`config.mk`:
```
export PLATFORM = sky130hd
export DESIGN_NAME = sbk_rom_arb
export DESIGN_NICKNAME = d
export VERILOG_FILES = /design/src/sbk_pkg.sv /design/src/sbk_rom_arb.sv
export SDC_FILE = /design/constraint.sdc
export NUM_CORES = 1
export LEC_CHECK = 0
export BUFFER_PORTS_ARGS = -buffer_cell sky130_fd_sc_hd__buf_4
export CORE_MARGIN = 2
export CORE_UTILIZATION = 44
export CTS_CLUSTER_DIAMETER = 40
export DETAILED_ROUTE_END_ITERATION = 10
export GPL_TIMING_DRIVEN = 0
export PLACE_DENSITY = 0.82
export SYNTH_ARGS = -nofsm -noshare
export SYNTH_HDL_FRONTEND = slang
export SYNTH_SLANG_ARGS = --single-unit
```
`constraint.sdc`:
```
create_clock -name clk -period 3.24 [get_ports clk]
set_input_delay 0 -clock clk [delete_from_list [all_inputs] [get_ports clk]]
set_output_delay 0 -clock clk [all_outputs]
set_load 0.02 [all_outputs]
```
`src/sbk_pkg.sv`:
```
// Shared types and sound CPU memory map; the ROM window covers codes 0 and 1, 16 kB in total
package sbk_pkg;

    // Data and address widths
    typedef logic        [ 7:0] byte_t;     // CPU data word
    typedef logic        [15:0] addr_t;     // Sound CPU address
    typedef logic        [13:0] rom_addr_t; // Shared ROM byte address
    typedef logic signed [15:0] level_t;    // Audio level and snd

    // PCM player FSM
    typedef enum logic [1:0] {
        idle,       // No run
        fetch,      // Buffer check, request issue
        wait_rom    // ROM access in flight
    } pcm_state_t;

    // Region codes on A[15:13]
    localparam logic [2:0] REG_BASE_ROM0   = 3'd0; // 0000
    localparam logic [2:0] REG_BASE_ROM1   = 3'd1; // 2000
    localparam logic [2:0] REG_BASE_RAM    = 3'd2; // 4000
    localparam logic [2:0] REG_BASE_LATCH  = 3'd3; // 6000
    localparam logic [2:0] REG_BASE_STATUS = 3'd4; // 8000
    localparam logic [2:0] REG_BASE_PAGE   = 3'd5; // A000
    localparam logic [2:0] REG_BASE_CTRL   = 3'd6; // C000
    localparam logic [2:0] REG_BASE_DAC    = 3'd7; // E000

    // Sample byte that ends a PCM run
    localparam byte_t PCM_END = 8'h00;

endpackage

```
`src/sbk_rom_arb.sv`:
```
// One ROM access in flight; a requester must hold req and addr until its ok pulse
`timescale 1ns/1ps

module sbk_rom_arb (
    input  logic               clk,
    input  logic               rst,
    // CPU requester
    input  logic               req_cpu,
    input  sbk_pkg::rom_addr_t addr_cpu,
    output logic               ok_cpu,
    // PCM requester
    input  logic               req_pcm,
    input  sbk_pkg::rom_addr_t addr_pcm,
    output logic               ok_pcm,
    output sbk_pkg::byte_t     rom_data_out,   // Valid with either ok
    // Shared ROM
    output logic               rom_cs,
    output sbk_pkg::rom_addr_t rom_addr,
    input  sbk_pkg::byte_t     rom_data,
    input  logic               rom_ok
);

    logic busy;
    logic owner_pcm;    // Current owner, 1 for PCM
    logic last_pcm;     // PCM got the last grant
    logic pick_pcm;
    logic grant;

    // Round robin between the two
    assign pick_pcm = req_pcm && (!req_cpu || !last_pcm);
    // No grant while an ok is out, so the old req is not seen again
    assign grant    = !busy && !ok_cpu && !ok_pcm && (req_cpu || req_pcm);
    assign rom_cs   = busy;

    always_ff @(posedge clk or posedge rst) begin
        if (rst) begin
            busy      <= 1'b0;
            owner_pcm <= 1'b0;
            last_pcm  <= 1'b0;
            ok_cpu    <= 1'b0;
            ok_pcm    <= 1'b0;
        end else begin
            ok_cpu <= 1'b0;
            ok_pcm <= 1'b0;
            if (grant) begin
                busy      <= 1'b1;
                owner_pcm <= pick_pcm;
            end else if (busy && rom_ok) begin
                busy     <= 1'b0;
                last_pcm <= owner_pcm;
                ok_cpu   <= !owner_pcm;     // Route back to owner
                ok_pcm   <= owner_pcm;
            end
        end
    end

    // Address and data payload
    always_ff @(posedge clk) begin
        if (grant)
            rom_addr <= pick_pcm ? addr_pcm : addr_cpu;
        if (busy && rom_ok)
            rom_data_out <= rom_data;
    end

endmodule

```
== Word level (Yosys, flattened, before mapping) ==
Cells that the tools add are included.
Storage, ports and cells
  flip-flop bits (word level): 27
  bits of input ports: 41
  word-level logic and storage cells: 30
Cells by class
  mux-type cells: 7
  bitwise operators: 1
  reduce and logical (&&, ||, !) cells: 15
Operators with widths (number)
  2-to-1 mux 14 bit: 1
  zero test 1 bit: 6
  2-to-1 mux 1 bit: 6
  logical AND 1 bit: 5
  logical OR 1 bit: 2
  AND reduction 2 bit: 1
  nonzero test 2 bit: 1
  inverter 1 bit: 1

== Longest topological paths before layout ==
  depth after elaboration: 6
  gate-level depth with buffers: 3

== Worst setup path before layout ==
No wires, ideal clock.
  path type: register to register
  from: register busy (netlist: rom_cs)
  to: register owner_pcm
  setup time: 0.125 ns
  data arrival time: 1.577 ns
  setup slack: 1.538 ns
  cell stages (with the launch flop): 3
  buffers on the path: 0
  cells stage by stage: dfrtp_1 -> nor4_4 -> mux2_4
Between the ends
  cells in the longest elaborated chain, start to end: 4
Ends and longest elaborated chain
  start: declaration: line sbk_rom_arb.sv:23  | logic busy;
  start signal: assignment: line sbk_rom_arb.sv:37  | busy <= 1'b0;
  start signal: assignment: line sbk_rom_arb.sv:46  | busy <= 1'b1;
  start signal: assignment: line sbk_rom_arb.sv:49  | busy <= 1'b0;
  zero test 1 bit: line sbk_rom_arb.sv:32  | assign grant = !busy && !ok_cpu && !ok_pcm && (req_cpu || req_pcm);
  logical AND 1 bit (3 in a row): line sbk_rom_arb.sv:32
  net grant: line sbk_rom_arb.sv:27  | logic grant;
  end signal: assignment: line sbk_rom_arb.sv:47  | owner_pcm <= pick_pcm;
  end: declaration: line sbk_rom_arb.sv:24  | logic owner_pcm;
The timed path passes the listed nets, and every way through them passes these cells.
A chain may end at the register's enable or synchronous reset.

== Worst setup path after layout ==
  from: register last_pcm
  to: register rom_addr[5], data pin
Between the ends
  cells in the longest elaborated chain, start to end: 4
Ends and longest elaborated chain
  start: declaration: line sbk_rom_arb.sv:25  | logic last_pcm;
  start signal: assignment: line sbk_rom_arb.sv:50  | last_pcm <= owner_pcm;
  zero test 1 bit: line sbk_rom_arb.sv:30  | assign pick_pcm = req_pcm && (!req_cpu || !last_pcm);
  logical OR 1 bit: line sbk_rom_arb.sv:30
  logical AND 1 bit: line sbk_rom_arb.sv:30
  2-to-1 mux 14 bit: line sbk_rom_arb.sv:60  | rom_addr <= pick_pcm ? addr_pcm : addr_cpu;
  end signal: assignment: line sbk_rom_arb.sv:60
  end: declaration: line sbk_rom_arb.sv:18  | output sbk_pkg::rom_addr_t rom_addr,
Every way passes these cells.

==> reports/results.tsv <==
stage	metric	value	unit
yosys	synth-seq-area-share	74.4	%
routing	wl_per_cell	20.5	µm
clock_network	clockBufferDepth	2	
sta	fin_crit	2.07	ns
yosys	synth_area_per_cell	19.6	µm²
floorplan	rows	17	
routing	ant_nets	0	
clock_network	cts_buffers	3	
routing	drt_iter0_markers	26	
critical_path	end_kind	flop	
sta	hold_viol	0	
final_layout	antenna_cells	0	
critical_path	crit_type	reg -> reg	
power	p_leak	0.883	nW
yosys	yosysWarnings	0	
placement	pre_cts_slack	1.38	ns
routing	avgViaCountPerCell	4.94	
critical_path	path_delay_family	buffers and inverters	
routing	routed_wl	3880	µm
critical_path	critPathSlowestCell	dlygate4sd3_1	
floorplan	pin_count	66	
power	total_power	0.00120	W
critical_path	cp-start-kind	flop	
final_layout	fillers	89	
critical_path	ff2ff_setup_slack	1.17	ns
global_routing	gr-usage-met3	7.63	%
critical_path	cp.required	3.34	ns
placement	numPortBuffers	65	
yosys	synthesis.nets	95	
sta	grt_setup_unrepaired	false	
floorplan	start_util	47.3	%
final_layout	nets	203	
clock_network	clk_pin_slew	0.14	ns
placement	post-place-cells	147	
outcome	outcome	complete, no violations	
critical_path	worstPathMaxFanout	10	
floorplan	die_h	53.0	µm
clock_network	cts_sinks	27	
global_routing	gr-usage-met1	35.2	%
critical_path	crit_chain	a21boi_4 -> buf_6 -> mux2_2 -> dlygate4sd3_1	
critical_path	worstPathArrival	2.17	ns
global_routing	grt_max_degree	17	
final_layout	drive_gt1_share	54.7	%
routing	firstDrtPassIters	4	
sta	maxSlewHeadroom	28.3	%
sta	clock_skew	0.00285	ns
flow_run	maxCapViolations	0	
yosys	synthesis.area	1060	µm²
yosys	synth.distinct_cells	13	
placement	dp_hpwl	1730	µm
critical_path	slowest_delay	0.57	ns
global_routing	busiest_layer	met2	
clock_network	htreeDepth	1	
sta	slew_viol_final	0	
sta	tightest_slew	1.07	ns
global_routing	globalRouteOverflowTotal	0	
final_layout	fin_cells	189	
global_routing	antenna_found_initial	0	
sta	fin_ws	1.17	ns
clock_network	clock_latency	0.33	ns
floorplan	die_area	2810	µm²
final_layout	final_util	88.9	%
global_routing	grt_use_total	31.6	%
floorplan	die_w	53.0	µm
floorplan	core_area	2230	µm²
global_routing	grt_pass1_wl	5710	µm
power	power_density	607	nW/µm²
sta	finalSetupViolations	0	
routing	drc	0	
hold_path	hp-class	in -> async	
sta	max_freq	483	MHz
clock_network	cts_tree	yes	
critical_path	path_buf_inv	2	
sta	period_share	64.0	%
global_routing	grt_use_met2	53.5	%
global_routing	grt_pass1_vias	1066	
routing	num_vias	934	
clock_network	cts_root_buffer	clkbuf_4	
placement	gp_congestion	0.750	
sta	setup_tns	0	ns
final_layout	area_delta_synth_final	88.0	%
yosys	synthCells	54	
yosys	ys_ff_latch	27	
power	ir_drop	0.532	mV
-- cells by family after synthesis --
kind of cell	synth area share, %
compound gates	3.32
buf+inv	2.13
flops	74.4
mux	16.4
simple gates	3.79
-- where the power goes --
group,switching [W],internal [W],leakage (nW)
registers,0.0000608,0.000503,0.271
clock network,0.000103,0.0000484,0.0150
logic,0.000247,0.000243,0.597
total,0.000410,0.000795,0.883
-- worst paths after layout --
check                           from     endpoint  cells after the start
min in group clk             req_cpu    owner_pcm                      4
max reg2reg                 last_pcm  rom_addr[5]                      4
min                              rst       rom_cs                      3
max                         last_pcm  rom_addr[5]                      4
max in group asynchronous        rst       ok_pcm                      3
min reg2reg                owner_pcm       ok_cpu                      1
-- worst register-to-register path, stage by stage (launching register included) --
cell and delay, ns:
dfrtp_1 0.45, a21boi_4 0.28, buf_6 0.20, mux2_2 0.35
dlygate4sd3_1 0.57
-- metal layers --
layer  up-vias  part of all wire (%)  wire length (µm)
li1        417                     -                 -
met1       453                    37              1420
met2        45                    53              2040
met3        19                   5.3               206
met4         0                   5.4               210
met5         -                     0                 0
-- sequential cells by signal (all words and copies together) (netlist names) --
name          count
rom_addr         14
rom_data_out      8
last_pcm          1
ok_cpu            1
ok_pcm            1
owner_pcm         1
rom_cs            1
-- cells in the final DEF (no fill, tap or decap) --
cell type	netlist	layout
buf_4	0	65
dlygate4sd3_1	0	38
edfxtp_1	22	22
mux2_2	14	14
dfrtp_1	5	5
inv_1	3	3
clkbuf_4	0	3
nor2_1	2	2
nor4_4	1	1
a21boi_4	1	1
buf_6	1	1
mux2_4	1	1
a21o_2	1	1
nand2_1	1	1
and3_2	1	1
a21o_1	1	1
clkbuf_1	0	1
-- cell usage after synthesis --
library cell	count	area, µm²
inv_1	3	11.3
edfxtp_1	22	661
nor2_1	2	7.51
nand2_1	1	3.75
a21boi_4	1	18.8
a21o_2	1	8.76
nor4_4	1	21.3
mux2_4	1	15.0
mux2_2	14	158
and3_2	1	7.51
dfrtp_1	5	125
a21o_1	1	7.51
buf_6	1	11.3
-- what timing repair did --
item / 4_1_cts / 5_1_grt
setup buffers: 0 / 0
resized for setup: 0 / 0
hold endpoints to repair: 30 / 0
setup endpoints to repair: 0 / 0
hold buffers: 38 / 0
-- through the flow --
step,hold slack [ns],instance area (µm²)
after floorplan,-0.221,1060
after global placement,-0.0893,1580
after detailed placement,-0.0828,1580
after CTS,0.104,1990
after global routing,0.133,1990
final,0.129,1990
-- area by class of cell --
type	count	area, µm²	area share [%]
inverters	3	11.3	0.567
clock buffers	4	26.3	1.32
well taps	28	35.0	1.76
flip-flops and latches	27	786	39.6
multi-input cells	23	248	12.5
repair buffers	103	868	43.7
plain buffers	1	11.3	0.567
(Power assumes the default switching activity.)
