<file path="config.mk">
export PLATFORM = sky130hd
export DESIGN_NAME = sbk_pcm_player
export DESIGN_NICKNAME = d
export VERILOG_FILES = /design/src/sbk_pkg.sv /design/src/sbk_pcm_player.sv
export SDC_FILE = /design/constraint.sdc
export NUM_CORES = 1
export LEC_CHECK = 0
export BUFFER_PORTS_ARGS = -buffer_cell sky130_fd_sc_hd__buf_2
export CORE_UTILIZATION = 30
export CTS_CLUSTER_DIAMETER = 80
export CTS_CLUSTER_SIZE = 28
export DETAILED_ROUTE_END_ITERATION = 8
export GPL_ROUTABILITY_DRIVEN = 1
export HOLD_SLACK_MARGIN = 0.12
export SYNTH_ARGS = -nofsm -noshare
export SYNTH_HDL_FRONTEND = slang
export SYNTH_SLANG_ARGS = --single-unit
</file>
<file path="constraint.sdc">
create_clock -name clk -period 2.82 [get_ports clk]
set_clock_uncertainty 0.2 [all_clocks]
set_input_delay 0.564 -clock clk [delete_from_list [all_inputs] [get_ports clk]]
set_output_delay 0.564 -clock clk [all_outputs]
set_load 0.03 [all_outputs]
</file>
<file path="src/sbk_pkg.sv">
// Shared types and sound CPU memory map; the ROM window covers codes 0 and 1, 16 kB in total
package sbk_pkg;

    // Data and address widths
    typedef logic        [ 7:0] byte_t;     // CPU data word
    typedef logic        [15:0] addr_t;     // Sound CPU address
    typedef logic        [13:0] rom_addr_t; // Shared ROM byte address
    typedef logic signed [15:0] level_t;    // Audio level and snd

    // PCM player FSM
    typedef enum logic [1:0] {
        idle,       // No run
        fetch,      // Buffer check, request issue
        wait_rom    // ROM access in flight
    } pcm_state_t;

    // Region codes on A[15:13]
    localparam logic [2:0] REG_BASE_ROM0   = 3'd0; // 0000
    localparam logic [2:0] REG_BASE_ROM1   = 3'd1; // 2000
    localparam logic [2:0] REG_BASE_RAM    = 3'd2; // 4000
    localparam logic [2:0] REG_BASE_LATCH  = 3'd3; // 6000
    localparam logic [2:0] REG_BASE_STATUS = 3'd4; // 8000
    localparam logic [2:0] REG_BASE_PAGE   = 3'd5; // A000
    localparam logic [2:0] REG_BASE_CTRL   = 3'd6; // C000
    localparam logic [2:0] REG_BASE_DAC    = 3'd7; // E000

    // Sample byte that ends a PCM run
    localparam byte_t PCM_END = 8'h00;

endpackage

</file>
<file path="src/sbk_pcm_player.sv">
// Byte-wide unsigned PCM; the ROM must refill the buffer faster than sample_cen empties it
`timescale 1ns/1ps

module sbk_pcm_player (
    input  logic               clk,
    input  logic               rst,
    input  logic               sample_cen,
    input  sbk_pkg::byte_t     pcm_page,
    input  logic               pcm_start,
    input  logic               pcm_stop,
    output logic               rom_req_pcm,
    output sbk_pkg::rom_addr_t rom_addr_pcm,
    input  logic               rom_ok_pcm,
    input  sbk_pkg::byte_t     rom_data,
    output logic               pcm_busy,
    output sbk_pkg::level_t    pcm_level
);
    import sbk_pkg::*;

    pcm_state_t state;
    rom_addr_t  nxt_addr;       // Next byte to fetch
    byte_t      buf_byte;       // Prefetch buffer
    logic       buf_valid;
    logic       discard;        // In-flight byte belongs to an aborted run
    logic       in_flight;

    // A request that cannot be dropped yet
    assign in_flight = (state == wait_rom) && !rom_ok_pcm;

    always_ff @(posedge clk or posedge rst) begin
        if (rst) begin
            state        <= idle;
            nxt_addr     <= '0;
            rom_addr_pcm <= '0;
            rom_req_pcm  <= 1'b0;
            buf_valid    <= 1'b0;
            discard      <= 1'b0;
            pcm_busy     <= 1'b0;
            pcm_level    <= '0;
        end else begin
            case (state)
                fetch: if (!buf_valid) begin
                    rom_req_pcm  <= 1'b1;
                    rom_addr_pcm <= nxt_addr;
                    state        <= wait_rom;
                end
                wait_rom: if (rom_ok_pcm) begin
                    rom_req_pcm <= 1'b0;
                    if (discard) begin
                        discard <= 1'b0;
                        state   <= pcm_busy ? fetch : idle;
                    end else begin
                        buf_valid <= 1'b1;
                        nxt_addr  <= nxt_addr + 1'b1;
                        state     <= fetch;
                    end
                end
                default: ;              // Idle until start
            endcase
            // Consume buffer, state is fetch here
            if (sample_cen && pcm_busy && buf_valid) begin
                buf_valid <= 1'b0;
                if (buf_byte == PCM_END) begin
                    pcm_busy  <= 1'b0;
                    pcm_level <= '0;
                    state     <= idle;
                end else begin
                    pcm_level <= {buf_byte ^ 8'h80, 8'h00};  // (b - 128) << 8
                end
            end
            // Restart or abort overrides the above
            if (pcm_start || pcm_stop) begin
                buf_valid <= 1'b0;
                pcm_level <= '0;
                pcm_busy  <= !pcm_stop;                     // Stop wins
                nxt_addr  <= {pcm_page, 6'd0};              // Page times 64
                discard   <= in_flight;
                if (!in_flight) begin
                    state       <= pcm_stop ? idle : fetch;
                    rom_req_pcm <= 1'b0;                    // Request not yet seen by the arbiter
                end
            end
        end
    end

    always_ff @(posedge clk) begin
        if (rom_ok_pcm)
            buf_byte <= rom_data;   // Qualified by buf_valid
    end

endmodule

</file>
# == Word-level counts from Yosys, hierarchy flattened ==
# Index checks and enable logic that the tools add are counted.
# Widths: inputs -> output; s select.
# word_totals
regBits,58
in_bits,22
output_inout_bits,32
elab_cells,67
# op_classes
n_addsub,1
n_eq_ne,4
muxes,33
bitwise,2
reduce_logical,18
# op_table
op,count
$mux 14,4
$mux 16,3
$mux 1,18
$add 14x1->14 const B,1
$mux 2,6
$logic_not 8->1,1
$reduce_bool 2->1,4
$reduce_and 2->1,3
$reduce_and 3->1,2
$reduce_bool 3->1,2
$pmux 2 s2,1
$logic_and 1x1->1,3
$ne 3x1->1 const B,1
$eq 2x1->1 const B,1
$eq 2x2->1 const B,1
$logic_not 1->1,2
$ne 2x1->1 const B,1
$not 1->1,2
$pmux 1 s2,1
$logic_or 1x1->1,1

# == Depth between registers and ports, before layout ==
# depth
ltp_word,8
depth_mapped,7

# == Least setup slack after synthesis ==
# No wires, ideal clock.
# synth_timing
kind,register to register
startpoint,register state[0]
endpoint,register nxt_addr[13]
setup_time_ns,0.082
arrival_time_ns,1.708
required_time_ns,2.538
setup_slack_ns,0.830
stages_incl_launch_ff,8
n_path_buf,1
synth_period_minus_slack_ns,1.990
path_cell_list,dfrtp_1 -> inv_1 -> ha_1 -> and3b_1 -> buf_4 -> nand4_4 -> or4_1 -> a31oi_1
# synth_between
elab_chain_len,3
# synth_lines
element,line,source
from (decl),sbk_pcm_player.sv:20,pcm_state_t state;
from (signal assigned),sbk_pcm_player.sv:32,state <= idle;
from (signal assigned),sbk_pcm_player.sv:45,state <= wait_rom;
from (signal assigned),sbk_pcm_player.sv:51,state <= pcm_busy ? fetch : idle;
$eq 2x2->1,sbk_pcm_player.sv:41,case (state)
$reduce_bool 2->1 (no source line),n/a,
$reduce_and 3->1 (no source line),n/a,
to (signal assigned),sbk_pcm_player.sv:54,nxt_addr <= nxt_addr + 1'b1;
to (signal assigned),sbk_pcm_player.sv:76,"nxt_addr <= {pcm_page, 6'd0};"
to (decl),sbk_pcm_player.sv:21,rom_addr_t nxt_addr;
# Every way passes these cells.
# A chain may end at the register's enable or synchronous reset.

# == Final worst setup path ==
# Same ends and word-level chain as after synthesis.

==> run_results.csv <==
group,metric,value,unit
sta,slew_violations,0,
routing,final_antenna_net_count,0,
sta,worst_pin_slew,623.1,ps
clock_network,cts-buffers-inserted,5,
power_and_ir_drop,p_leak,0.001236,uW
sta,finalHoldViolations,0,
sta,tns,0,ps
sta,slew_headroom,0.5831,
clock_network,clkTransAtPathRegs,90,ps
floorplan,ios,54,
synth,synth_top_family_by_area,"simple AND/OR/NAND/NOR gates",
sta,min_period_over_period,0.7873,
worst_setup_path,crit_path_end_kind,"flip-flop",
worst_setup_path,path_class,"flip-flop to flip-flop",
run_status,status,"completed",
synth,synth_cell_types,37,
synth,yosys.area_share.simple,0.1676,
worst_setup_path,critPathMaxFanout,7,
global_routing,grt_pass1_vias,1595,
hold_path,hold_class,"input pin to flip-flop",
sta,rsz0062_at_grt,"no",
sta,final-setup-viol-count,0,
synth,synth_compound_area_frac,0.07405,
global_routing,grt_pass1_wl,7.024,mm
synth,ys.flop_type,"dfrtp_1",
floorplan,floorplan.initialDensity,0.3098,
global_routing,grt_max_degree,37,
worst_setup_path,start_kind,"flip-flop",
place,place_area,2549,sq um
routing,vias,1598,
power_and_ir_drop,power,1554,uW
power_and_ir_drop,vdd_drop_max,0.3168,mV
synth,synth_area,2247,sq um
routing,drc,0,
synth,synth_area_per_cell,11.07,sq um
synth,synth_xor_area_frac,0.03508,
global_routing,grt-ovfl-total,0,
floorplan,fp-row-count,31,
routing,routedWlPerCell,12.29,microns
floorplan,die_w,88.55,microns
worst_setup_path,arrival,2250,ps
final_layout,nNetsFinal,275,
synth,async_reset_ff_frac,0.8400,
sta,max_freq,450.4,MHz
floorplan,die_y,88.55,microns
synth,ys_seq_area_frac,0.5746,
sta,period_minus_slack,2220,ps
final_layout,antenna_cells,0,
final_layout,area_growth,18.71,%
routing,drtIter0Drc,26,
worst_setup_path,crit_required,2850,ps
sta,worst_slack,599.9,ps
synth,synth-edff-count,8,
final_layout,final_area,2668,sq um
clock_network,post_cts_buffers,0,
place,port_buffers,45,
clock_network,root_buffer,"clkbuf_8",
clock_network,post_cts_resize_count,0,
clock_network,htree_levels,2,
place,dp_slack,613.0,ps
synth,ys_seq_elements,50,
synth,synthAdderAreaFrac,0.01670,
routing,routed_wl,4.301,mm
routing,dr.pass1.iters,4,
floorplan,dieArea,7840,sq um
flow_run,maxCapViolCount,0,
clock_network,cts_buffer_depth,2,
power_and_ir_drop,p_per_area,582.7,nW/um^2
synth,yosys_warnings,0,
clock_network,worstSkewPairLatency,300,ps
place,place_hpwl,3.157,mm
global_routing,antenna_found_initial,0,
synth,syn_inst,203,
clock_network,cts_tree,"done",
final_layout,drive_gt1_frac,0.3068,
global_routing,grt.total_usage,0.1201,
floorplan,design.core.area,7253,sq um
synth,muxShareOfSynthArea,0.07906,
clock_network,cts_sinks,50,
sta,worst_hold_slack,230.8,ps
routing,vias_per_cell,4.566,
place,routabilityCongestion,0.7825,
## layer usage
metal / up-vias / wire (microns) / GRT usage
met5: - / 0 / 0
met4: 0 / 53 / 0.05572
met3: 5 / 262 / 0.03451
met2: 60 / 1963 / 0.2007
met1: 759 / 2022 / 0.1429
li1: 774 / - / -
## worst max-delay path, cell delays in order (launching register included)
cell and delay [ps]:
dfrtp_1 390, inv_1 80, ha_1 220, and3b_1 380, nand4_4 180, or4_1 530, a31oi_1 160
## area by class of cell
| cell class | count | area, sq um |
|---|---|---|
| sequential | 50 | 1291 |
| fill | 745 | 4586 |
| timing repair buffer | 49 | 257.7 |
| multi-input combinational | 139 | 867.1 |
| clock buffer | 5 | 68.82 |
| clock inverter | 3 | 40.04 |
| tap | 99 | 123.9 |
| inverter | 5 | 18.77 |
## through the flow
stage	utilization	instances
finish	0.3678	350
CTS	0.3678	350
detailed placement	0.3514	341
global placement	0.3514	341
global route	0.3678	350
floorplan	-	210
## state kept, by name, summed over array words and instances, names as in the netlist
name / count
nxt_addr: 14
rom_addr_pcm: 14
buf_byte: 8
pcm_level: 8
state: 2
buf_valid: 1
discard: 1
pcm_busy: 1
rom_req_pcm: 1
## synth_stat cells (2+ instances only)
cell type / instances / area [sq um]
mux2_2: 14 / 157.7
xor2_1: 7 / 61.31
ha_1: 3 / 37.54
nor2_1: 17 / 63.81
a31oi_1: 6 / 37.54
buf_4: 9 / 67.56
dfrtp_1: 42 / 1051
clkbuf_1: 4 / 15.01
mux2i_1: 2 / 20.02
inv_1: 5 / 18.77
or2_2: 2 / 12.51
nand3_1: 5 / 25.02
a21oi_1: 11 / 55.05
nand2_1: 28 / 105.1
and3_1: 3 / 18.77
nand4_1: 2 / 12.51
xnor2_1: 2 / 17.52
edfxtp_1: 8 / 240.2
buf_2: 2 / 10.01
o21ai_0: 10 / 50.05
or4_4: 2 / 22.52
or3_1: 4 / 25.02
## where the power goes
| part | internal [uW] | switching, uW |
|---|---|---|
| clock network | 261 | 233 |
| registers | 786 | 32.7 |
| logic | 85.4 | 155 |
## layout by cell type, fill, tap and decap left out, types with 2 or more instances in the layout
cell type and instances:
inv_1 5, clkinv_2 2, nor2_1 17, buf_2 45, or2_2 2, dfrtp_1 42, xor2_1 7, a31oi_1 6
nand4_1 2, ha_1 3, clkbuf_8 5, or4_4 2, mux2i_1 2, edfxtp_1 8, nand2_1 28, and3_1 3
buf_4 3, xnor2_1 2, o21ai_0 10, mux2_2 14, nand3_1 5, conb_1 8, or3_1 4, a21oi_1 11
## cells by family (layout without fill, tap and decap cells)
family | Yosys count | in the layout
AND/OR/NAND/NOR | 73 | 73
flip-flops | 50 | 50
XOR/XNOR | 9 | 9
buffers and inverters | 21 | 62
other | 1 | 8
adder cells (fa/ha/maj) | 3 | 3
AO/OA/AOI/OAI | 30 | 30
multiplexers | 16 | 16
## path summary, 6_finish.rpt
kind,from,depth (start not counted),slack (ps),end
worst max-delay path,state[0]$_DFF_PP0_,6,600,nxt_addr[13]$_DFFE_PP0P_
worst min-delay path,rom_data[3],1,230,buf_byte[3]$_DFFE_PP_
worst max register to register,state[0]$_DFF_PP0_,6,600,nxt_addr[13]$_DFFE_PP0P_
worst min register to register,rom_addr_pcm[4]$_DFFE_PP0P_,1,310,rom_addr_pcm[4]$_DFFE_PP0P_
max in group asynchronous,rst,4,1200,nxt_addr[8]$_DFFE_PP0P_
min in group asynchronous,rst,3,510,pcm_level[15]$_DFFE_PP0N_
## repair_timing
action / CTS / global route
hold endpoints to repair: 6 / 0
setup endpoints to repair: 0 / 0
hold buffers: 1 / 0
Note: power is estimated with default switching activity, not from simulation.
