$ cat src/sbk_pkg.sv
// Shared types and sound CPU memory map; the ROM window covers codes 0 and 1, 16 kB in total
package sbk_pkg;

    // Data and address widths
    typedef logic        [ 7:0] byte_t;     // CPU data word
    typedef logic        [15:0] addr_t;     // Sound CPU address
    typedef logic        [13:0] rom_addr_t; // Shared ROM byte address
    typedef logic signed [15:0] level_t;    // Audio level and snd

    // PCM player FSM
    typedef enum logic [1:0] {
        idle,       // No run
        fetch,      // Buffer check, request issue
        wait_rom    // ROM access in flight
    } pcm_state_t;

    // Region codes on A[15:13]
    localparam logic [2:0] REG_BASE_ROM0   = 3'd0; // 0000
    localparam logic [2:0] REG_BASE_ROM1   = 3'd1; // 2000
    localparam logic [2:0] REG_BASE_RAM    = 3'd2; // 4000
    localparam logic [2:0] REG_BASE_LATCH  = 3'd3; // 6000
    localparam logic [2:0] REG_BASE_STATUS = 3'd4; // 8000
    localparam logic [2:0] REG_BASE_PAGE   = 3'd5; // A000
    localparam logic [2:0] REG_BASE_CTRL   = 3'd6; // C000
    localparam logic [2:0] REG_BASE_DAC    = 3'd7; // E000

    // Sample byte that ends a PCM run
    localparam byte_t PCM_END = 8'h00;

endpackage

$ cat src/sbk_mixer.sv
// Sums at sample_cen only; no filtering, the output holds between sample pulses
`timescale 1ns/1ps

module sbk_mixer (
    input  logic            clk,
    input  logic            rst,
    input  logic            sample_cen,
    input  sbk_pkg::byte_t  dac_byte,
    input  sbk_pkg::level_t pcm_level,
    output sbk_pkg::level_t snd,
    output logic            sample,
    output logic            peak
);
    import sbk_pkg::*;

    byte_t              dac_off;    // Signed DAC value, b - 128
    logic signed [16:0] dac_ext;
    logic signed [16:0] pcm_ext;
    logic signed [16:0] sum;
    logic               ovf;
    level_t             sat;

    always_comb begin
        dac_off = dac_byte ^ 8'h80;
        dac_ext = {{2{dac_off[7]}}, dac_off, 7'd0};     // Shift left by 7
        pcm_ext = {pcm_level[15], pcm_level};
        sum     = dac_ext + pcm_ext;
        ovf     = sum[16] ^ sum[15];                    // Out of 16-bit range
        if (!ovf)
            sat = sum[15:0];
        else if (sum[16])
            sat = 16'h8000;                             // Clip low
        else
            sat = 16'h7fff;                             // Clip high
    end

    always_ff @(posedge clk or posedge rst) begin
        if (rst) begin
            snd    <= '0;
            sample <= 1'b0;
            peak   <= 1'b0;
        end else begin
            sample <= sample_cen;
            peak   <= sample_cen && ovf;
            if (sample_cen)
                snd <= sat;
        end
    end

endmodule

$ cat config.mk
export PLATFORM = sky130hd
export DESIGN_NAME = sbk_mixer
export DESIGN_NICKNAME = d
export VERILOG_FILES = /design/src/sbk_pkg.sv /design/src/sbk_mixer.sv
export SDC_FILE = /design/constraint.sdc
export NUM_CORES = 1
export LEC_CHECK = 0
export ABC_CLOCK_PERIOD_IN_PS = 2750
export BUFFER_PORTS_ARGS = -buffer_cell sky130_fd_sc_hd__buf_4
export CAP_MARGIN = 10
export CORE_MARGIN = 2
export CORE_UTILIZATION = 50
export CTS_CLUSTER_DIAMETER = 60
export DETAILED_ROUTE_END_ITERATION = 7
export HOLD_SLACK_MARGIN = 0.06
export PLACE_DENSITY = 0.81
export SLEW_MARGIN = 40
export SYNTH_ARGS = -nofsm -noshare
export SYNTH_HDL_FRONTEND = slang
export SYNTH_SLANG_ARGS = --single-unit
$ cat constraint.sdc
create_clock -name clk -period 2.75 [get_ports clk]
set_clock_uncertainty 0.1 [all_clocks]
set_input_delay 0.275 -clock clk [delete_from_list [all_inputs] [get_ports clk]]
set_output_delay 0.275 -clock clk [all_outputs]
set_load 0.01 [all_outputs]
# == Word level (Yosys, flattened, before mapping) ==
# Cells that the tools add are included.
# op_classes
n_addsub,1
mux,2
bitwise,2
n_reduce_logical,1
# ops
operator,count
$mux W16,2
$add A15 B16 Y17,1
$logic_and A1 B1 Y1,1
$not A1 Y1,1
$xor A1 B1 Y1,1
# word_totals
reg_bits,18
input_bits,27
output_inout_bits,18
elab_cells,9

# == Longest topological paths before layout ==
# Gate-level depths: netlist of run 1.
# depth
ltp_word,4
ltp_mapped,10
mapped_depth_nobuf,9

# == Worst setup path after synthesis of run 1 ==
# No wires, ideal clock.
# synth_path
path_kind,input to register
start,input dac_byte[0]
end,register snd[10]
t_arrival_ps,2385
slack_ps,200
cell_stages,10
n_path_buf,1
cell_sequence,ha_1 -> inv_1 -> fa_1 -> nand2b_1 -> o2bb2ai_1 -> and2b_2 -> nor4b_1 -> a311oi_1 -> buf_6 -> a221o_2
# synth_between
elab_chain_cells,3
elab_cells_between_ends,4
cone_classes,add/sub: 1; mux: 2; bitwise: 1
# synth_rtl
element,line,rtl
"start, declared",sbk_mixer.sv:8,"input sbk_pkg::byte_t dac_byte,"
$add A15 B16 Y17 (*),sbk_mixer.sv:27,sum = dac_ext + pcm_ext;
$mux W16 / $xor A1 B1 Y1 (equally long branches),"sbk_mixer.sv:31, sbk_mixer.sv:28",
$mux W16 (*),sbk_mixer.sv:29,if (!ovf)
"end signal, assigned",sbk_mixer.sv:46,snd <= sat;
"end, declared",sbk_mixer.sv:10,"output sbk_pkg::level_t snd,"
# Mark *: on every way between the ends. The rest lies on a longest branch, timed or not.
# A chain may end at the register's enable or synchronous reset.

# == Final worst setup path of run 1 ==
# layout_path
start,input dac_byte[0]
end,register snd[5]
# Same word-level chain as after synthesis.

==> impl_metrics.csv, run 1 <==
group,metric,value,unit
status,outcome,"complete, no violations",
synth,syn_nets,137,
pwr,power_frac_comb,37.7,%
placement,dpl_cell_area,0.00150,mm^2
pwr,seq_power_share,42.1,%
drt,vias_per_cell,5.66,
placement,hpwl,1.85,mm
clock_network,root_buffer,"clkbuf_4",
synth,synth_flop_cell,"dfrtp_1",
synth,synth-seq-cells,18,
drt,wire_per_inst,13.6,um
synth,synthSimpleGateAreaFrac,10.9,%
timing,rsz0062_at_grt,"false",
drt,ant_nets,0,
clock_network,numCtsBuffers,3,
synth,synth_top_area_share,39.9,%
drt,drt_first_pass_iters,4,
global_route,top_usage_layer,"met2",
drt,post-route-drc-count,0,
worst_setup_path,cp.arrival,2.55,ns
timing,slew_viol_final,0,
timing,tns,0,ns
timing,period_minus_slack,2.41,ns
worst_setup_path,critical_path.top_delay_family,"compound AO/OA/AOI/OAI gates",
timing,fmax,0.415,GHz
worst_setup_path,r2r-start,"snd[14]",
floorplan,die_w,51.5,um
synth,yosysUniqueCellTypes,35,
floorplan,dieArea,0.00265,mm^2
worst_setup_path,crit_fanout,15,
global_route,grt-ovfl-total,0,
job,maxCapViolCount,0,
drt,drt_iter0_drc,17,
pwr,peakVddDrop,0.000296,V
cells_and_area,multi_input_area,639,um^2
synth,async_flop_share,100,%
synth,synth_area_per_cell,11.3,um^2
cells_and_area,area_growth,37.9,%
global_route,grt_usage,20.7,%
floorplan,core,0.00217,mm^2
cells_and_area,final_area,0.00156,mm^2
global_route,use_met3,2.01,%
cells_and_area,drive_gt1_share,47.0,%
clock_network,tritoncts,"done",
synth,synth-xor-area-share,4.66,%
worst_setup_path,path_cells,"buf_4 -> ha_1 -> inv_1 -> fa_1 -> nand2b_1 -> o2bb2ai_1 -> and2b_2 -> nor4b_1 -> a311oi_4 -> a221o_2",
floorplan,fp-row-count,17,
worst_setup_path,worstSetupPathType,"in2reg",
synth,netlist_area,0.00113,mm^2
synth,yosys_warnings,0,
timing,hold_viol,0,
timing,maxSlewHeadroom,55.6,%
global_route,grtUsageMet2,34.6,%
timing,fin_crit_sh,87.6,%
clock_network,clock_path_buffers,2,
drt,vias,1002,
timing,worst_pin_slew,0.665,ns
floorplan,initial_utilization,52.0,%
worst_setup_path,setup.worst_path.start,"dac_byte[0]",
synth,synth_area_leaders,"dfrtp_1 40%, a221o_2 12%, ha_1 10%, a21oi_1 3.1%, xnor2_1 3.1%",
min_path,min_from,"pcm_level[0]",
worst_setup_path,crit_path_end_kind,"register",
clock_network,htree_levels,1,
worst_setup_path,crit_required,2.89,ns
synth,synth_top_family_by_area,"compound AO/OA/AOI/OAI gates",
cells_and_area,mostFrequentLayoutCell,"buf_4",
cells_and_area,mostFrequentLayoutCells,"46 x buf_4, 18 x dfrtp_1, 12 x a221o_2",
cells_and_area,antennaDiodeCount,0,
placement,gp_congestion,0.805,
global_route,grt_pass1_vias,974,
clock_network,clk_latency,0.29,ns
global_route,grt_pass1_wl,4.20,mm
pwr,switching_power,238,uW
global_route,grt_max_degree,19,
pwr,power.density,512,mW/mm^2
clock_network,cts.clk_slew.worst_paths,0.10,ns
pwr,p_leak,0.000731,uW
worst_setup_path,cp_slowest_cell,"a311oi_4",
timing,hold_ws,0.101,ns
synth,synthCells,100,
clock_network,cts.sinks,18,
floorplan,die_h,51.5,um
worst_setup_path,worst-path-buf-inv,2,
worst_setup_path,slowest_delay,0.62,ns
global_route,antenna_found_initial,0,
synth,synth_edf_count,0,
synth,seq_area_frac_synth,39.9,%
global_route,use_met1,26.6,%
floorplan,num_io_pins,45,
synth,synth-compound-area-share,27.8,%
pwr,clock_power_share,20.2,%
timing,setup_viol,0,
cells_and_area,seq_area,450,um^2
worst_setup_path,startpoint_type,"input pin",
drt,wl,2.41,mm
pwr,intPower,559,uW
synth,synth.area.mux_share,0,%
cells_and_area,fin_nets,187,
cells_and_area,fillers,171,
pwr,swShare,29.9,%
synth,synthAdderAreaFrac,11.8,%
placement,io_buffers,44,
clock_network,postCtsSetupRepairBufs,0,
min_path,min_path_type,"in2reg",
synth,yosys.area.top_type,"dfrtp_1",
## flip-flops by register name, indices dropped and copies added, names as in the netlist
register,cells
peak,1
sample,1
snd,16
## layer usage
| layer | wire (um) | vias up | part of all wire (%) |
|---|---|---|---|
| met5 | 0 | - | 0 |
| li1 | - | 490 | - |
| met4 | 59 | 0 | 2.5 |
| met2 | 1140 | 37 | 47 |
| met1 | 1060 | 470 | 44 |
| met3 | 153 | 5 | 6.4 |
## through the flow
step                worst slack, ns  instances  power, uW  util (%)
floorplan                     0.200        100        508         -
global placement             -0.106        171        632      68.6
detailed placement           0.0280        171        642      69.1
CTS                           0.338        177        805      71.7
global route                  0.163        177        843      71.7
finish                        0.340        177        797      71.7
## synthesized netlist by cell type, types with 2 or more instances
| master | count |
|---|---|
| a221o_2 | 12 |
| nor3_1 | 3 |
| xor2_1 | 2 |
| buf_6 | 2 |
| a221o_1 | 3 |
| a21oi_1 | 7 |
| dfrtp_1 | 18 |
| nor2_1 | 5 |
| a2111oi_0 | 2 |
| ha_1 | 9 |
| o21ai_0 | 4 |
| xnor2_1 | 4 |
| inv_1 | 7 |
## final cells by class
| type | count | share of cell area, % |
|---|---|---|
| inverters | 8 | 1.93 |
| multi-input cells | 71 | 41.1 |
| well taps | 28 | 2.25 |
| repair buffers | 48 | 23.5 |
| clock buffers | 4 | 2.33 |
| flip-flops and latches | 18 | 28.9 |
## power by group through the flow
stage | combinational (uW) | clock [uW] | sequential, uW
6_report | 300 | 161 | 336
4_1_cts | 303 | 165 | 336
5_1_grt | 330 | 171 | 341
2_1_floorplan | 148 | 0 | 360
3_5_place_dp | 300 | 0 | 342
3_3_place_gp | 291 | 0 | 341
## timing repair
item | in CTS | in global routing
endpoints found under the hold margin | 19 | 0
hold buffers | 2 | 0
resized for setup | 0 | 0
## logic make-up (layout without fill, tap and decap cells)
logic type / after synthesis / after routing
compound gates: 36 / 36
xor+xnor: 6 / 6
fa+ha+maj: 10 / 10
buf+inv: 11 / 60
flops: 18 / 18
simple gates: 19 / 19
## path summary, 6_finish.rpt
kind                       endpoint  slack (ns)  cells past startpoint
max in group asynchronous    snd[6]        1.60                      3
setup / recovery             snd[5]        0.34                     10
hold / removal               snd[0]        0.10                      2
min in group asynchronous    snd[0]        0.52                      3
hold reg to reg             snd[11]        0.43                      1
setup reg to reg            snd[14]        1.76                      1
No activity file was read; power rests on OpenSTA's default activity.
==> inputs of run 2 (changes only) <==
ABC_CLOCK_PERIOD_IN_PS = 2600   (was 2750)
CORE_ASPECT_RATIO = 1.4   (was not set)
CORE_UTILIZATION = 47   (was 50)
PLACE_DENSITY = 0.77   (was 0.81)
clock period = 2.6 ns   (was 2.75 ns; I/O delays follow)
==> run 2 against run 1 <==
Total power grew 1.7%. Worst hold slack gained 0.0018 ns. Core utilization is 4.8 points lower. Routed wire length up 3.5%. Non-clock buffer count up 4. Clock power down 20%. Critical path depth grew 1. Sequential share of layout area down 0.18 points. Critical endpoint unchanged.
==> impl_metrics.csv, run 2 (synthesis gave the netlist of run 1 again) <==
group,metric,value,unit
status,outcome,"complete, no violations",
floorplan,initial_utilization,48.3,%
worst_setup_path,cp.arrival,2.49,ns
pwr,p_leak,0.000744,uW
drt,ant_nets,0,
worst_setup_path,crit_path_end_kind,"register",
global_route,top_usage_layer,"met2",
worst_setup_path,startpoint_type,"input pin",
worst_setup_path,crit_required,2.72,ns
timing,maxSlewHeadroom,53.3,%
drt,post-route-drc-count,0,
cells_and_area,largest_register_ffs,16,
min_path,min_path_cells,2,
global_route,grt-ovfl-total,0,
timing,setup_viol,0,
worst_setup_path,worst-path-buf-inv,3,
worst_setup_path,crit_top_cell,"buf_4",
worst_setup_path,critical_path.top_delay_family,"simple AND/OR/NAND/NOR gates",
drt,wl,2.49,mm
clock_network,tritoncts,"done",
global_route,use_met3,1.16,%
cells_and_area,antennaDiodeCount,0,
cells_and_area,area_growth,38.8,%
min_path,min_path_type,"in2reg",
cells_and_area,fin_nets,191,
worst_setup_path,path_cells,"buf_4 -> ha_1 -> inv_1 -> fa_1 -> nand2b_1 -> o2bb2ai_1 -> and2b_2 -> buf_4 -> or4_4 -> a21oi_4 -> a221o_2",
pwr,power.density,517,mW/mm^2
timing,worst_pin_slew,0.700,ns
cells_and_area,utilization,67.0,%
timing,fin_crit_sh,91.0,%
global_route,grt_max_degree,19,
job,maxCapViolCount,0,
timing,hold_viol,0,
cells_and_area,mostFrequentLayoutCells,"50 x buf_4, 18 x dfrtp_1, 12 x a221o_2",
global_route,grtUsageMet2,34.4,%
worst_setup_path,cp.depth,11,
timing,rsz0062_at_grt,"false",
global_route,antenna_found_initial,0,
clock_network,root_buffer,"clkbuf_4",
floorplan,fp-row-count,21,
worst_setup_path,timing.rr.end,"snd[12]",
drt,vias,1031,
timing,tns,0,ns
worst_setup_path,r2r-start,"snd[12]",
clock_network,cts.sinks,18,
clock_network,numCtsBuffers,3,
cells_and_area,multi_input_area,639,um^2
min_path,hold_end,"snd[1]",
clock_network,clock_path_buffers,2,
global_route,grt_usage,17.7,%
cells_and_area,regMostFlops,"snd",
timing,slew_viol_final,0,
worst_setup_path,cp_slowest_cell,"or4_4",
floorplan,num_io_pins,45,
floorplan,dieArea,0.00281,mm^2
worst_setup_path,slowest_delay,0.49,ns
cells_and_area,drive_gt1_share,48.0,%
timing,period_minus_slack,2.37,ns
cells_and_area,seq_area,450,um^2
worst_setup_path,rrSetupSlack,1.60,ns
global_route,use_met1,19.7,%
placement,io_buffers,44,
cells_and_area,fillers,197,
placement,gp_congestion,0.800,
clock_network,htree_levels,1,
global_route,grt_pass1_wl,3.78,mm
global_route,grt_pass1_vias,960,
clock_network,clk_latency,0.27,ns
drt,drt_iter0_drc,19,
cells_and_area,mostFrequentLayoutCell,"buf_4",
pwr,peakVddDrop,0.000270,V
worst_setup_path,worstRegToRegCells,1,
min_path,min_from,"pcm_level[1]",
worst_setup_path,worstSetupPathType,"in2reg",
drt,wire_per_inst,14.2,um
floorplan,core,0.00234,mm^2
clock_network,postCtsSetupRepairBufs,0,
placement,hpwl,1.99,mm
timing,fmax,0.423,GHz
clock_network,cts.clk_slew.worst_paths,0.09,ns
floorplan,die_h,62.0,um
drt,vias_per_cell,5.89,
timing,hold_ws,0.103,ns
drt,drt_first_pass_iters,6,
worst_setup_path,crit_fanout,15,
cells_and_area,reg_top3,"snd (16), peak (1), sample (1)",
floorplan,die_w,45.4,um
run 2: cell types whose count changed in the layout (fill, tap and decap cells not counted):
cell	before	now
buf_4	46	50
clkbuf_8	1	0
run 2: worst max path at each step:
stage,from,to,slack [ns]
floorplan,dac_byte[0],snd[10],0.07
global placement,dac_byte[0],snd[10],-0.12
detailed placement,dac_byte[0],snd[12],-0.07
CTS,dac_byte[0],snd[12],0.23
global route,dac_byte[0],snd[0],0.07
finish,dac_byte[0],snd[5],0.23
run 2: routing by layer:
| metal | share of wire [%] | vias to the layer above |
|---|---|---|
| li1 | - | 490 |
| met1 | 40 | 503 |
| met2 | 54 | 36 |
| met3 | 4.9 | 2 |
| met4 | 0.72 | 0 |
| met5 | 0 | - |
run 2: cell type report:
type	instances	area share [%]
multi-input cells	71	40.8
flip-flops and latches	18	28.8
repair buffers	52	25.2
inverters	8	1.92
well taps	23	1.84
clock buffers	3	1.44
run 2: repair_timing:
action                    in CTS  in global routing
gates resized for setup        0                  0
hold buffers                   2                  0
hold endpoints to repair      20                  0
run 2: metrics by stage:
step / power [uW] / cells / worst slack [ns] / area, um^2
4_1_cts: 819 / 175 / 0.232 / 1570
3_5_place_dp: 687 / 170 / -0.0703 / 1520
5_1_grt: 857 / 175 / 0.0743 / 1570
3_3_place_gp: 672 / 170 / -0.119 / 1510
2_1_floorplan: 537 / 100 / 0.0653 / 1130
6_report: 810 / 175 / 0.234 / 1570
run 2: report_power, final:
group | total, uW | internal (uW) | switching, uW
logic | 325 | 182 | 143
registers | 356 | 328 | 28.2
clock network | 129 | 53.6 | 75.5
total | 810 | 564 | 246
==> inputs of run 3 (changes only) <==
PLACE_DENSITY = 0.78   (was 0.77)
==> run 3 against run 2 <==
Via count is 1.6% lower. Clock-buffer cell count stayed put. Core utilization stayed put. Sequential cell count stayed put. Critical path depth is 3 lower. Sequential share of layout area stayed put. Maximum frequency is 2.6% lower. Die area stayed put. Cell count stayed put. Worst setup slack worse by 0.064 ns. Global-route usage is 2.2 points higher. Highest routed layer unchanged.
==> impl_metrics.csv, run 3 (synthesis gave the netlist of run 1 again) <==
group,metric,value,unit
clock_network,tritoncts,"done",
global_route,antenna_found_initial,0,
cells_and_area,regMostFlops,"snd",
clock_network,cts-resized-gates,0,
job,maxCapViolCount,0,
min_path,min_path_cells,2,
drt,drt_first_pass_iters,4,
worst_setup_path,crit_required,2.67,ns
pwr,power.density,521,mW/mm^2
worst_setup_path,crit_path_end_kind,"register",
floorplan,core,0.00234,mm^2
placement,io_buffers,44,
worst_setup_path,r2r-start,"snd[11]",
global_route,grt_usage,19.9,%
timing,fmax,0.412,GHz
drt,vias_per_cell,5.80,
global_route,grt-ovfl-total,0,
cells_and_area,final_area,0.00157,mm^2
cells_and_area,mostFrequentLayoutCell,"buf_4",
floorplan,fp-row-count,21,
floorplan,die_h,62.0,um
clock_network,postCtsSetupRepairBufs,0,
min_path,min_path_type,"in2reg",
worst_setup_path,startpoint_type,"input pin",
cells_and_area,drive_gt1_share,48.0,%
cells_and_area,largest_register_ffs,16,
cells_and_area,antennaDiodeCount,0,
timing,slew_viol_final,0,
clock_network,cts.sinks,18,
worst_setup_path,cp-endpoint,"snd[1]",
timing,hold_viol,0,
drt,ant_nets,0,
timing,worst_pin_slew,0.678,ns
global_route,grt_pass1_vias,961,
worst_setup_path,setup.worst_path.start,"dac_byte[5]",
worst_setup_path,timing.rr.end,"snd[11]",
drt,wl,2.62,mm
worst_setup_path,rrSetupSlack,1.61,ns
drt,vias,1015,
clock_network,clk_latency,0.29,ns
timing,hold_ws,0.0952,ns
pwr,p_leak,0.000744,uW
global_route,grt_max_degree,19,
clock_network,root_buffer,"clkbuf_4",
clock_network,numCtsBuffers,3,
floorplan,dieArea,0.00281,mm^2
worst_setup_path,worstRegToRegCells,1,
cells_and_area,utilization,67.0,%
cells_and_area,area_growth,38.8,%
clock_network,cts.clk_slew.worst_paths,0.09,ns
worst_setup_path,cp.arrival,2.50,ns
drt,post-route-drc-count,0,
pwr,peakVddDrop,0.000245,V
drt,drt_iter0_drc,28,
timing,fin_crit_sh,93.5,%
cells_and_area,reg_top3,"snd (16), peak (1), sample (1)",
worst_setup_path,crit_fanout,15,
placement,hpwl,2.11,mm
floorplan,initial_utilization,48.3,%
floorplan,die_w,45.4,um
floorplan,num_io_pins,45,
status,outcome,"complete, no violations",
worst_setup_path,worstSetupPathType,"in2reg",
global_route,grt_pass1_wl,4.07,mm
timing,setup_viol,0,
placement,dpl_cell_area,0.00152,mm^2
cells_and_area,fin_nets,191,
drt,wire_per_inst,15.0,um
placement,gp_congestion,0.820,
timing,rsz0062_at_grt,"false",
timing,period_minus_slack,2.43,ns
cells_and_area,mostFrequentLayoutCells,"50 x buf_4, 18 x dfrtp_1, 12 x a221o_2",
clock_network,htree_levels,1,
clock_network,clock_path_buffers,2,
timing,maxSlewHeadroom,54.8,%
## run 3: worst min-delay path by stage
stage                       from  endpoint  slack [ns]
finish              pcm_level[0]    snd[0]         0.1
global placement             rst    sample        0.28
global route        pcm_level[4]    snd[4]        0.08
detailed placement           rst   snd[15]        0.29
CTS                 pcm_level[0]    snd[0]        0.09
floorplan                    rst      peak         0.1
## run 3: what timing repair did
action	4_1_cts	5_1_grt
endpoints found under the setup margin	0	0
hold buffers	2	0
endpoints found under the hold margin	20	0
## run 3: per-stage QoR
stage | cells | total power [uW] | setup slack [ns] | TNS, ns
finish | 175 | 816 | 0.170 | 0
global route | 175 | 867 | 0.0771 | 0
floorplan | 100 | 537 | 0.0653 | 0
detailed placement | 170 | 690 | -0.116 | -1.23
global placement | 170 | 674 | -0.119 | -1.68
CTS | 175 | 823 | 0.179 | 0
## run 3: layout make-up
cell class                      instances  area, um^2
Inverter                                8        30.0
Multi-Input combinational cell         71         639
Tap cell                               23        28.8
Timing Repair Buffer                   52         395
Fill cell                             193         772
Sequential cell                        18         450
Clock buffer                            3        22.5
## run 3: report_power, final
group	leakage (uW)	switching [uW]	internal, uW
sequential	0.000214	27.9	328
combinational	0.000517	147	183
clock	0.0000138	77.2	53.8
total	0.000744	252	565
## run 3: critical path: stages
cell and delay, ns:
buf_4 0.11, ha_1 0.33, a211oi_2 0.29, nor3b_2 0.08, or2_4 0.25, nor4b_1 0.55, a311oi_4 0.20, a221o_2 0.42
## run 3: layer usage
metal,vias to the layer above,track usage (%),share of wire [%]
met4,0,9.66,0.65
li1,497,-,-
met5,-,0,0
met3,2,2.60,4.6
met1,482,20.1,38
met2,34,38.6,57
